===== config.mk =====
export PLATFORM = sky130hd
export DESIGN_NAME = cart_enable_regs
export DESIGN_NICKNAME = d
export VERILOG_FILES = /design/src/msx_mem_pkg.sv /design/src/cart_enable_regs.sv
export SDC_FILE = /design/constraint.sdc
export NUM_CORES = 1
export LEC_CHECK = 0
export BUFFER_PORTS_ARGS = -buffer_cell sky130_fd_sc_hd__buf_2
export CAP_MARGIN = 20
export CORE_AREA = 2 2 39 41
export DETAILED_ROUTE_END_ITERATION = 12
export DIE_AREA = 0 0 41 43
export GPL_ROUTABILITY_DRIVEN = 0
export HOLD_SLACK_MARGIN = 0.15
export SLEW_MARGIN = 0
export SYNTH_ARGS = -nofsm -noshare
export SYNTH_HDL_FRONTEND = slang
export SYNTH_SLANG_ARGS = --single-unit

===== constraint.sdc =====
create_clock -name clk -period 0.8 [get_ports clk]
set_input_delay 0.16 -clock clk [delete_from_list [all_inputs] [get_ports clk]]
set_output_delay 0.16 -clock clk [all_outputs]
set_load 0.02 [all_outputs]

===== src/msx_mem_pkg.sv =====
package msx_mem_pkg;

   localparam int MEM_ADDR_W = 25;
   localparam int DL_ADDR_W  = 27;
   localparam int SD_BLOCK_W = 9;   // 512 byte SD blocks

   // Region RAMs take the wider of CPU and download addressing
   localparam int RGN_ADDR_W = (MEM_ADDR_W > DL_ADDR_W) ? MEM_ADDR_W : DL_ADDR_W;

   typedef enum logic [2:0] {
      MEM_BIOS   = 3'd0,
      MEM_RAM    = 3'd1,
      MEM_CART_A = 3'd2,
      MEM_CART_B = 3'd3,
      MEM_SRAM   = 3'd4
   } mem_port_e;

   localparam int MEM_PORTS = 5;

   typedef struct packed {
      logic [MEM_ADDR_W-1:0] addr;
      logic [7:0]            wdata;
      logic                  wren;
      logic                  rden;
   } mem_req_t;

   // Host download channel
   typedef struct packed {
      logic                 active;
      logic [15:0]          index;
      logic                 wr;
      logic [DL_ADDR_W-1:0] addr;
      logic [7:0]           dout;
   } dl_req_t;

   typedef enum logic [1:0] {DL_NONE, DL_BIOS, DL_CART} dl_target_e;

   typedef struct packed {
      dl_target_e target;
      logic       slot;   // Cartridge slot, 0 is A
   } dl_route_t;

endpackage


===== src/cart_enable_regs.sv =====
`timescale 1ns/1ps

module cart_enable_regs (
   input  logic                   clk,
   input  logic                   rst,
   input  msx_mem_pkg::dl_route_t route,
   input  logic [1:0]             cart_wren,
   input  logic [1:0]             cart_changed,
   input  logic                   image_detach,
   output logic [1:0]             slot_en
);

   logic [1:0] set_en;
   logic [1:0] clr_en;

   always_comb begin
      for (int i = 0; i < 2; i++) begin
         // Download into the slot or CPU write to its port
         set_en[i] = (route.target == msx_mem_pkg::DL_CART && route.slot == i[0])
                     || cart_wren[i];
         clr_en[i] = image_detach || cart_changed[i];
      end
   end

   always_ff @(posedge clk) begin
      if (rst) begin
         slot_en <= 2'b00;
      end else begin
         for (int i = 0; i < 2; i++) begin
            slot_en[i] <= set_en[i] || (slot_en[i] && !clr_en[i]);   // Set wins
         end
      end
   end

endmodule


### Word level (Yosys, flattened, before mapping)

Cells that the tools add are included.
Widths: inputs -> output; s select.

* equality and inequality tests: 1
* bitwise logic cells: 1
* reduce and logical (&&, ||, !) cells: 12

Operator list (number)
* $logic_or 1x1->1: 6
* $logic_and 1x1->1: 4
* $eq 2x2->1 const B: 1
* $logic_not 1->1: 2
* $not 1->1: 1

* register bits after elaboration: 2
* input port bits: 10
* output and inout bits: 2
* word-level logic and storage cells: 15

### Logic depth before layout (Yosys ltp)

* depth after elaboration: 4
* gate-level depth with buffers: 2
* depth with buffers taken out: 2

### Worst setup path after synthesis

No wires, ideal clock.

* path type: register to register
* start: register slot_en[0]
* end: register slot_en[0]
* library setup time: 0.120 ns
* data arrival time: 0.713 ns
* required time: 0.680 ns
* setup slack: -0.032 ns
* stages on the path, launching flop included: 3
* clock period less this slack: 0.832 ns
* path through: dfxtp_1 nor4b_1 a211o_1

* word-level cells in the longest chain between the ends: 2

Ends and longest elaborated chain
* from (decl): RTL line cart_enable_regs.sv:10 `output logic [1:0] slot_en`
* from (signal, indexed assignment): RTL line cart_enable_regs.sv:30 `slot_en[i] <= set_en[i] || (slot_en[i] && !clr_en[i]);`
* $logic_and 1x1->1: RTL line cart_enable_regs.sv:30
* $logic_or 1x1->1: RTL line cart_enable_regs.sv:30

No other way between the ends.
A chain may end at the register's enable or synchronous reset.

### Worst setup path after layout

* start: register slot_en[0]
* end: output port slot_en[0]

No word-level cell between the ends.

==> results by group <==
Floorplan
  • # IOs: 12
  • Core Area: 1380 um^2
  • Die Span Y: 43 um
  • Full die area: 1760 um^2
  • Initial Util: 0.0705
  • Cell row count: 14
  • Die width: 41 um

Worst setup path
  • Worst R2R Path Depth: 2
  • Critical path fanouts, max: 2
  • Worst Setup End Kind: output pin
  • WP data required: 0.64 ns
  • Worst-path cell chain: buf_6
  • Critical path endpoint: slot_en[0]
  • Reg-to-reg endpoint: slot_en[0]$_SDFF_PP0_
  • Critical path origin: slot_en[0]$_SDFF_PP0_
  • Top Family by Delay on Critical Path: flip-flops
  • Kind of critical path: reg2out
  • CP Buf/Inv Count: 1
  • Crit-path slowest cell: dfxtp_2
  • Worst path depth: 1
  • Worst path arrival time: 0.66 ns
  • Startpoint Class: flop
  • Reg2Reg Setup Slack: 0.02 ns
  • Max incr delay on CP: 0.31 ns
  • R2r startpoint: slot_en[0]$_SDFF_PP0_

Timing
  • RSZ-0062 raised after global routing: true
  • Tcrit/Tclk final: 1.02
  • Slew headroom: 0.822
  • Fin crit period: 0.816 ns
  • Final setup violation count: 2
  • Slew Limit Fails: 0
  • Crit path setup slack, layout: -0.0156 ns
  • Slew @ Worst Pin: 0.264 ns
  • Final Hold Vio Count: 0
  • Fmax: 1.23 GHz
  • Final hold slack: 0.143 ns
  • Clock Skew: 0 ns

Final layout
  • Cell area after layout: 210 um^2
  • Core Util, Final: 0.152
  • Share of layout cells above drive strength 1: 0.696
  • Syn-to-layout area delta: 115%
  • Final Net Count: 35
  • Max reg flops: 2
  • Filler-free cell count of the finished design: 39
  • Ant diodes: 0
  • Top reg by flops: slot_en
  • Top flop regs: slot_en (2)

Route
  • Vias: 123
  • Metal-1 WL: 164 um
  • DRT iter0 DRCs: 7
  • TritonRoute pass-1 iters: 4
  • Routed met3 length: 87 um
  • Vias per Instance: 3.15
  • Routed length per instance: 9.15 um
  • Post-DRT Antenna Nets: 0
  • DRC: 0
  • Max Used Layer: met4
  • DR WL met2: 100 um
  • WL final: 357 um

Synth
  • Synthesized cell area: 97.6 um^2
  • Syn nets: 19
  • #FFs+latches synth: 2
  • Synth Area per Inst: 10.8 um^2
  • Mapped Cells: 9
  • Yosys cell types: 5
  • Warnings from Yosys: 0
  • Yosys top cell by area: dfxtp_1
  • Post-synthesis sequential area ratio: 0.410
  • Synth top area share: 0.410
  • Dominant cells by area after synthesis: dfxtp_1, nor4b_1, a211o_1

Placement
  • Placed instance area: 175 um^2
  • Port Buffers: 11
  • Pre-CTS WS: 0.0222 ns
  • Placed cell count: 36

Worst hold path
  • Hold Crit Class: in2reg

Global route
  • Total GRT Usage: 0.0521
  • Largest net degree at the start of global routing: 6
  • Vias in the first global route: 121
  • Grt ovf: 0
  • First-pass GRT wire length: 448 um
  • Initial antenna violation count: 0

CTS
  • CTS Buf Count: 3
  • Worst-Skew Late Latency: 0.22 ns
  • Sink Count: 2
  • Root Driver: clkbuf_4
  • CTS tree: done
  • CTS max path bufs: 2
  • H-tree lvl count: 1
  • Setup bufs post-CTS: 0
  • Clock transition at the registers of the reported paths: 0.03 ns

Outcome
  • Failing checks: negative setup slack
  • Status: finished, violations left

Pwr
  • Clock share of power: 0.543
  • Switching pwr: 90.4 uW
  • Sequential share of power: 0.283
  • Pint: 319 uW
  • Gate power share: 0.174
  • IR drop worst, VDD: 0.215 mV
  • Pwr Density: 1950 nW/um^2
  • Leakage: 0.106 nW
  • Sw Share: 0.221

Flow run
  • MaxCap Viol Count: 0
## cell type report
class / instances / area, um^2
fillers: 157 / 1170
repair buffers: 11 / 67.6
multi-input cells: 6 / 53.8
flip-flops and latches: 2 / 42.5
clock buffers: 3 / 22.5
well taps: 16 / 20.0
inverters: 1 / 3.75
## Yosys cell counts
library cell / instances
nor4bb_1: 1
nor4b_1: 3
dfxtp_1: 2
inv_1: 1
a211o_1: 2
## through the flow
stage | TNS [ns] | total power, mW
global placement | 0 | 0.177
finish | -0.0253 | 0.409
global route | -0.125 | 0.445
floorplan | -0.000504 | 0.142
detailed placement | 0 | 0.178
CTS | -0.0527 | 0.426
## worst min path at each step
stage | from | end | slack, ns | cells past startpoint
6_report | cart_wren[1] | slot_en[1]$_SDFF_PP0_ | 0.14 | 2
5_1_grt | cart_wren[1] | slot_en[1]$_SDFF_PP0_ | 0.14 | 2
3_3_place_gp | cart_wren[1] | slot_en[1]$_SDFF_PP0_ | 0.38 | 2
2_1_floorplan | cart_wren[1] | slot_en[1]$_SDFF_PP0_ | 0.28 | 1
3_5_place_dp | cart_wren[1] | slot_en[1]$_SDFF_PP0_ | 0.37 | 2
4_1_cts | cart_wren[1] | slot_en[1]$_SDFF_PP0_ | 0.13 | 2
## timing repair
| action | in CTS | in global routing |
|---|---|---|
| resized for setup | 4 | 0 |
| hold endpoints to repair | 1 | 1 |
| setup endpoints to repair | 2 | 3 |
## power by group through the flow
stage	sequential, mW	clock, mW	combinational, mW
final	0.116	0.222	0.0714
after global routing	0.117	0.250	0.0772
after CTS	0.116	0.238	0.0717
after detailed placement	0.116	0	0.0622
after global placement	0.115	0	0.0617
after floorplan	0.126	0	0.0155
## layout by cell type (no fill, tap or decap), drive strengths merged
master  instances
a211o           2
buf            11
nor4bb          1
clkbuf          3
dfxtp           2
nor4b           3
inv             1
## cell families (layout without fill, tap and decap cells)
kind of cell	count (synthesis)	after routing	synth area share
simple gates	4	4	0.372
flops	2	2	0.410
buf+inv	1	15	0.0384
compound gates	2	2	0.180
## per-layer routing
metal,GRT usage,vias to the layer above
li1,-,67
met1,0.0414,42
met2,0.0406,12
met3,0.0733,2
met4,0.0800,0
met5,0,-
Power figures use the tool's default switching activity.
