[src/msx_mem_pkg.sv]
package msx_mem_pkg;

   localparam int MEM_ADDR_W = 25;
   localparam int DL_ADDR_W  = 27;
   localparam int SD_BLOCK_W = 9;   // 512 byte SD blocks

   // Region RAMs take the wider of CPU and download addressing
   localparam int RGN_ADDR_W = (MEM_ADDR_W > DL_ADDR_W) ? MEM_ADDR_W : DL_ADDR_W;

   typedef enum logic [2:0] {
      MEM_BIOS   = 3'd0,
      MEM_RAM    = 3'd1,
      MEM_CART_A = 3'd2,
      MEM_CART_B = 3'd3,
      MEM_SRAM   = 3'd4
   } mem_port_e;

   localparam int MEM_PORTS = 5;

   typedef struct packed {
      logic [MEM_ADDR_W-1:0] addr;
      logic [7:0]            wdata;
      logic                  wren;
      logic                  rden;
   } mem_req_t;

   // Host download channel
   typedef struct packed {
      logic                 active;
      logic [15:0]          index;
      logic                 wr;
      logic [DL_ADDR_W-1:0] addr;
      logic [7:0]           dout;
   } dl_req_t;

   typedef enum logic [1:0] {DL_NONE, DL_BIOS, DL_CART} dl_target_e;

   typedef struct packed {
      dl_target_e target;
      logic       slot;   // Cartridge slot, 0 is A
   } dl_route_t;

endpackage

[src/download_decode.sv]
`timescale 1ns/1ps

module download_decode (
   input  msx_mem_pkg::dl_req_t   dl,
   output msx_mem_pkg::dl_route_t route,
   output logic                   reset_req
);

   always_comb begin
      route.target = msx_mem_pkg::DL_NONE;
      route.slot   = 1'b0;
      if (dl.active) begin
         case (dl.index[5:0])
            6'd1: begin
               route.target = msx_mem_pkg::DL_BIOS;
            end
            6'd6, 6'd8: begin   // ROM or firmware image for slot A
               route.target = msx_mem_pkg::DL_CART;
               route.slot   = 1'b0;
            end
            6'd7, 6'd9: begin
               route.target = msx_mem_pkg::DL_CART;
               route.slot   = 1'b1;
            end
            6'd0: begin
               // Boot file entry, only sub-index 0 is the BIOS
               if (dl.index[15:6] == 10'd0) begin
                  route.target = msx_mem_pkg::DL_BIOS;
               end
            end
            default: begin
               route.target = msx_mem_pkg::DL_NONE;
            end
         endcase
      end
   end

   // Core held in reset while a known image streams in
   assign reset_req = route.target != msx_mem_pkg::DL_NONE;

endmodule

[config.mk]
export PLATFORM = sky130hd
export DESIGN_NAME = download_decode
export DESIGN_NICKNAME = d
export VERILOG_FILES = /design/src/msx_mem_pkg.sv /design/src/download_decode.sv
export SDC_FILE = /design/constraint.sdc
export NUM_CORES = 1
export LEC_CHECK = 0
export ABC_AREA = 1
export BUFFER_PORTS_ARGS = -buffer_cell sky130_fd_sc_hd__buf_2
export CORE_AREA = 2 2 39 41
export DETAILED_ROUTE_END_ITERATION = 8
export DIE_AREA = 0 0 41 43
export PLACE_DENSITY = 0.64
export SYNTH_ARGS = -nofsm -noshare
export SYNTH_HDL_FRONTEND = slang
export SYNTH_SLANG_ARGS = --single-unit
[constraint.sdc]
create_clock -name vclk -period 0.8
set_input_delay 0.08 -clock vclk [all_inputs]
set_output_delay 0.08 -clock vclk [all_outputs]
set_load 0.02 [all_outputs]
# Yosys cells after proc, flatten, opt, wreduce, memory -nomap -nowiden
# Index checks and enable logic that the tools add are counted.
totals:
  regBits: 0
  latch_bits: 0
  ram_bits: 0
  romBits: 0
  in_bits: 53
  out_inout_bits: 4
  word_cells: 14
  mem_count: 0
op_classes:
  addsub: 0
  mul: 0
  n_div: 0
  magnitude_cmp: 0
  n_eq_ne: 5
  shift: 0
  muxes: 4
  bitwise_logic: 0
  n_reduce_logical: 5
ops:
  columns: ["operator", "count"]
  rows:
  - ["equality test 6 x 3 -> 1 bit (second input constant)", 2]
  - ["equality test 6 x 4 -> 1 bit (second input constant)", 2]
  - ["zero test 10 bit", 1]
  - ["equality test 6 x 1 -> 1 bit (second input constant)", 1]
  - ["zero test 6 bit", 1]
  - ["one-hot mux 2 bit (3 select lines)", 1]
  - ["OR reduction 4 bit", 1]
  - ["two-way mux 3 bit", 1]
  - ["two-way mux 1 bit", 2]
  - ["nonzero test 2 bit", 1]
  - ["OR reduction 2 bit", 1]

# Longest topological paths before layout
depth:
  ltp_word: 5
  mapped_depth: 5
  ltp_nobuf: 5

# Least setup slack after synthesis
# Ideal clock, no wire load.
synth_path:
  path_kind: "input to output"
  start: "input dl[38] (netlist bit)"
  end: "output reset_req"
  arrival_time_ps: 686
  setup_slack_ps: 34
  stages: 4
  path_cell_list: "or2_1 > nor3_2 > nand2_1 > nand2_1"
synth_via:
  elab_chain_cells: 5
  elab_cells_between_ends: 10
  cone_classes: "eq/ne (5); mux (2); reduce/logical (3)"
synth_rtl:
  columns: ["element", "line_no", "source"]
  rows:
  - ["start: declaration", "download_decode.sv:4", "input msx_mem_pkg::dl_req_t dl,"]
  - ["equality test 6 x 3 -> 1 bit or equality test 6 x 4 -> 1 bit (tied branches)", "download_decode.sv:13", "case (dl.index[5:0])"]
  - ["OR reduction 4 bit (no source line)", null, null]
  - ["one-hot mux 2 bit (3 select lines) (*)", "download_decode.sv:13", null]
  - ["two-way mux 3 bit (*)", "download_decode.sv:12", "if (dl.active) begin"]
  - ["nonzero test 2 bit (*)", "download_decode.sv:39", "assign reset_req = route.target != msx_mem_pkg::DL_NONE;"]
  - ["end: declaration", "download_decode.sv:6", "output logic reset_req"]
# Every way passes the cells marked *; elsewhere a longest branch is shown, timed or not.

# Worst setup path after layout
layout_path:
  start: "input dl[39] (netlist bit)"
  end: "output reset_req"
# The elaborated chain is that of the path after synthesis.

==> results.cfg <==
[route]
wl_um = 390
wl_met3_um = 95
wire_per_inst_um = 6.61
topRoutingLayerUsed = met3
vias_per_cell = 3.59
wl_met2_um = 164
postRouteAntennaNets = 0
drcViolationCount = 0
wl_met1_um = 130
vias = 212
first_pass_iters = 1
detail_route.iter0.violations = 0

[power]
power.leakage_nw = 0.172
p_per_area_nw_per_um2 = 356
fin_total_pwr_w = 0.000105
p_comb_share_pct = 100.0
ir_drop_mv = 0.105
pwr-share-seq_pct = 0
power_switching_w = 0.0000418
swShare_pct = 39.9
clkPwrFrac_pct = 0
intPower_w = 0.0000629

[placed_design]
pre_cts_ws_ns = -0.184
gp_congestion = 0.536
dp_hpwl_um = 337
port_buffers = 21

[timing]
worst_slack_ns = -0.0901
fmax_ghz = 1.12
max_slew_margin_pct = 90.1
setup_tns_ns = -0.263
setup_violations = 4
period_minus_slack_ns = 0.890
tightest_slew_ns = 0.148
post-route-period-util_pct = 111
drv_slew = 0
final-hold-violation-count = 0
rsz0062_at_grt = true

[critical_path]
path_class = in -> out
path_max_fanout = 2
required_ns = 0.72
end_kind = primary output
arrival_ns = 0.81
cp-start-kind = input pin

[logic_synthesis]
synth_most_common_cell = nor2_1
synth_top_family_by_area = simple AND/OR/NAND/NOR gates
synth_xor_area_share_pct = 0
synthMuxAreaShare_pct = 0
syn_nets = 75
synth_cells = 22
synth_compound_area_share_pct = 15.7
synth_top_area_share_pct = 25.3
synth_warnings = 0
synth_area_leader_cell = nor2_1
netlist_top_cells_count = 7 x nor2_1, 5 x nand2_1, 4 x inv_1
synth-simple-area-share_pct = 69.9
ys_seq_area_share_pct = 0
synthAdderAreaFrac_pct = 0
syn_area_um2 = 104
syn_avg_cell_area_um2 = 4.72
ys_top_cells_by_area = nor2_1 25%, nand2_1 18%, inv_1 14%, o21bai_2 11%, nor3_2 9.6%
synth.distinct_cells = 9

[global_route]
grt_pass1_wl_um = 434
globalRouteTotalUtil_pct = 3.40
antenna_found_initial = 0
grt_pass1_vias = 143
grt_start_max_net_pins = 4
gr-total-overflow = 0

[clock_network]
hold_buffers = 0
cts_setup_buffers = 0

[floorplanning]
start_util_pct = 7.50
row_count = 14
dieArea_um2 = 1760
die-height_um = 43
fp.coreArea_um2 = 1380
die_w_um = 41
io_pins = 57

[job]
drv_cap = 0

[hold_path]
whs_endpoint = route[0]
hold_start = dl[36]
worstHoldPathType = in -> out
whs_path_depth = 4

[cells_and_area]
drive_gt1_share_pct = 65.1
diodes = 0
flops_and_latches = 0
syn_to_final_growth_pct = 183
n_clock_buffer = 0
nets = 98
area.sequential_um2 = 0
post-route-util_pct = 21.2

[outcome]
status = complete, but fails checks
violations = setup timing
cells by family (layout without fill, tap and decap cells):
logic type	count (synthesis)	in the layout
buffers and inverters	4	25
AO/OA/AOI/OAI	2	2
AND/OR/NAND/NOR	16	16
metrics by stage:
stage / instances / hold slack, ns / cell area (um2)
6_report: 59 / 0.485 / 294
5_1_grt: 59 / 0.508 / 294
4_1_cts: 59 / 0.481 / 265
3_5_place_dp: 59 / 0.485 / 229
3_3_place_gp: 59 / 0.481 / 229
2_1_floorplan: 22 / 0.279 / 104
worst max-delay path: stages:
cell	delay [ns]
buf_6	0.09
or2_4	0.25
nor3_4	0.11
nand2_1	0.08
nand2_1	0.08
buf_6	0.12
worst max-delay path by stage:
stage	startpoint	to	slack, ns	cells after the start
2_1_floorplan	dl[38]	reset_req	0.03	4
4_1_cts	dl[39]	reset_req	-0.11	6
3_3_place_gp	dl[38]	reset_req	-0.17	6
3_5_place_dp	dl[38]	reset_req	-0.18	6
6_report	dl[39]	reset_req	-0.09	6
5_1_grt	dl[39]	reset_req	-0.13	6
power groups by stage:
| stage | logic, W | clock network, W | registers [W] |
|---|---|---|---|
| floorplan | 0.0000274 | 0 | 0 |
| global placement | 0.0000733 | 0 | 0 |
| detailed placement | 0.0000750 | 0 | 0 |
| CTS | 0.0000877 | 0 | 0 |
| global route | 0.000116 | 0 | 0 |
| finish | 0.000105 | 0 | 0 |
placed cells by master, fill, tap and decap left out:
cell       n
buf_2     13
nor2_1     6
buf_6      6
nand2_1    4
inv_1      3
buf_4      2
inv_2      1
o21ai_2    1
nor2_4     1
or2_4      1
nand4_1    1
nand3_1    1
o21bai_2   1
nand2_2    1
nor3_4     1
area by class of cell:
cell class	count	area, um2
multi-input combinational	18	111
inverter	4	15.0
timing repair buffer	21	148
fill	157	1090
tap	16	20.0
timing repair:
action / in CTS / in global routing
pin swaps: 7 / 3
setup endpoints to repair: 4 / 4
resized for setup: 11 / 8
per-layer routing:
layer  GRT usage, %  vias to the layer above
li1               -                      110
met1           2.53                       81
met2           8.13                       21
met3              0                        0
met4              0                        0
met5              0                        -
Note: power is estimated with default switching activity, not from simulation.
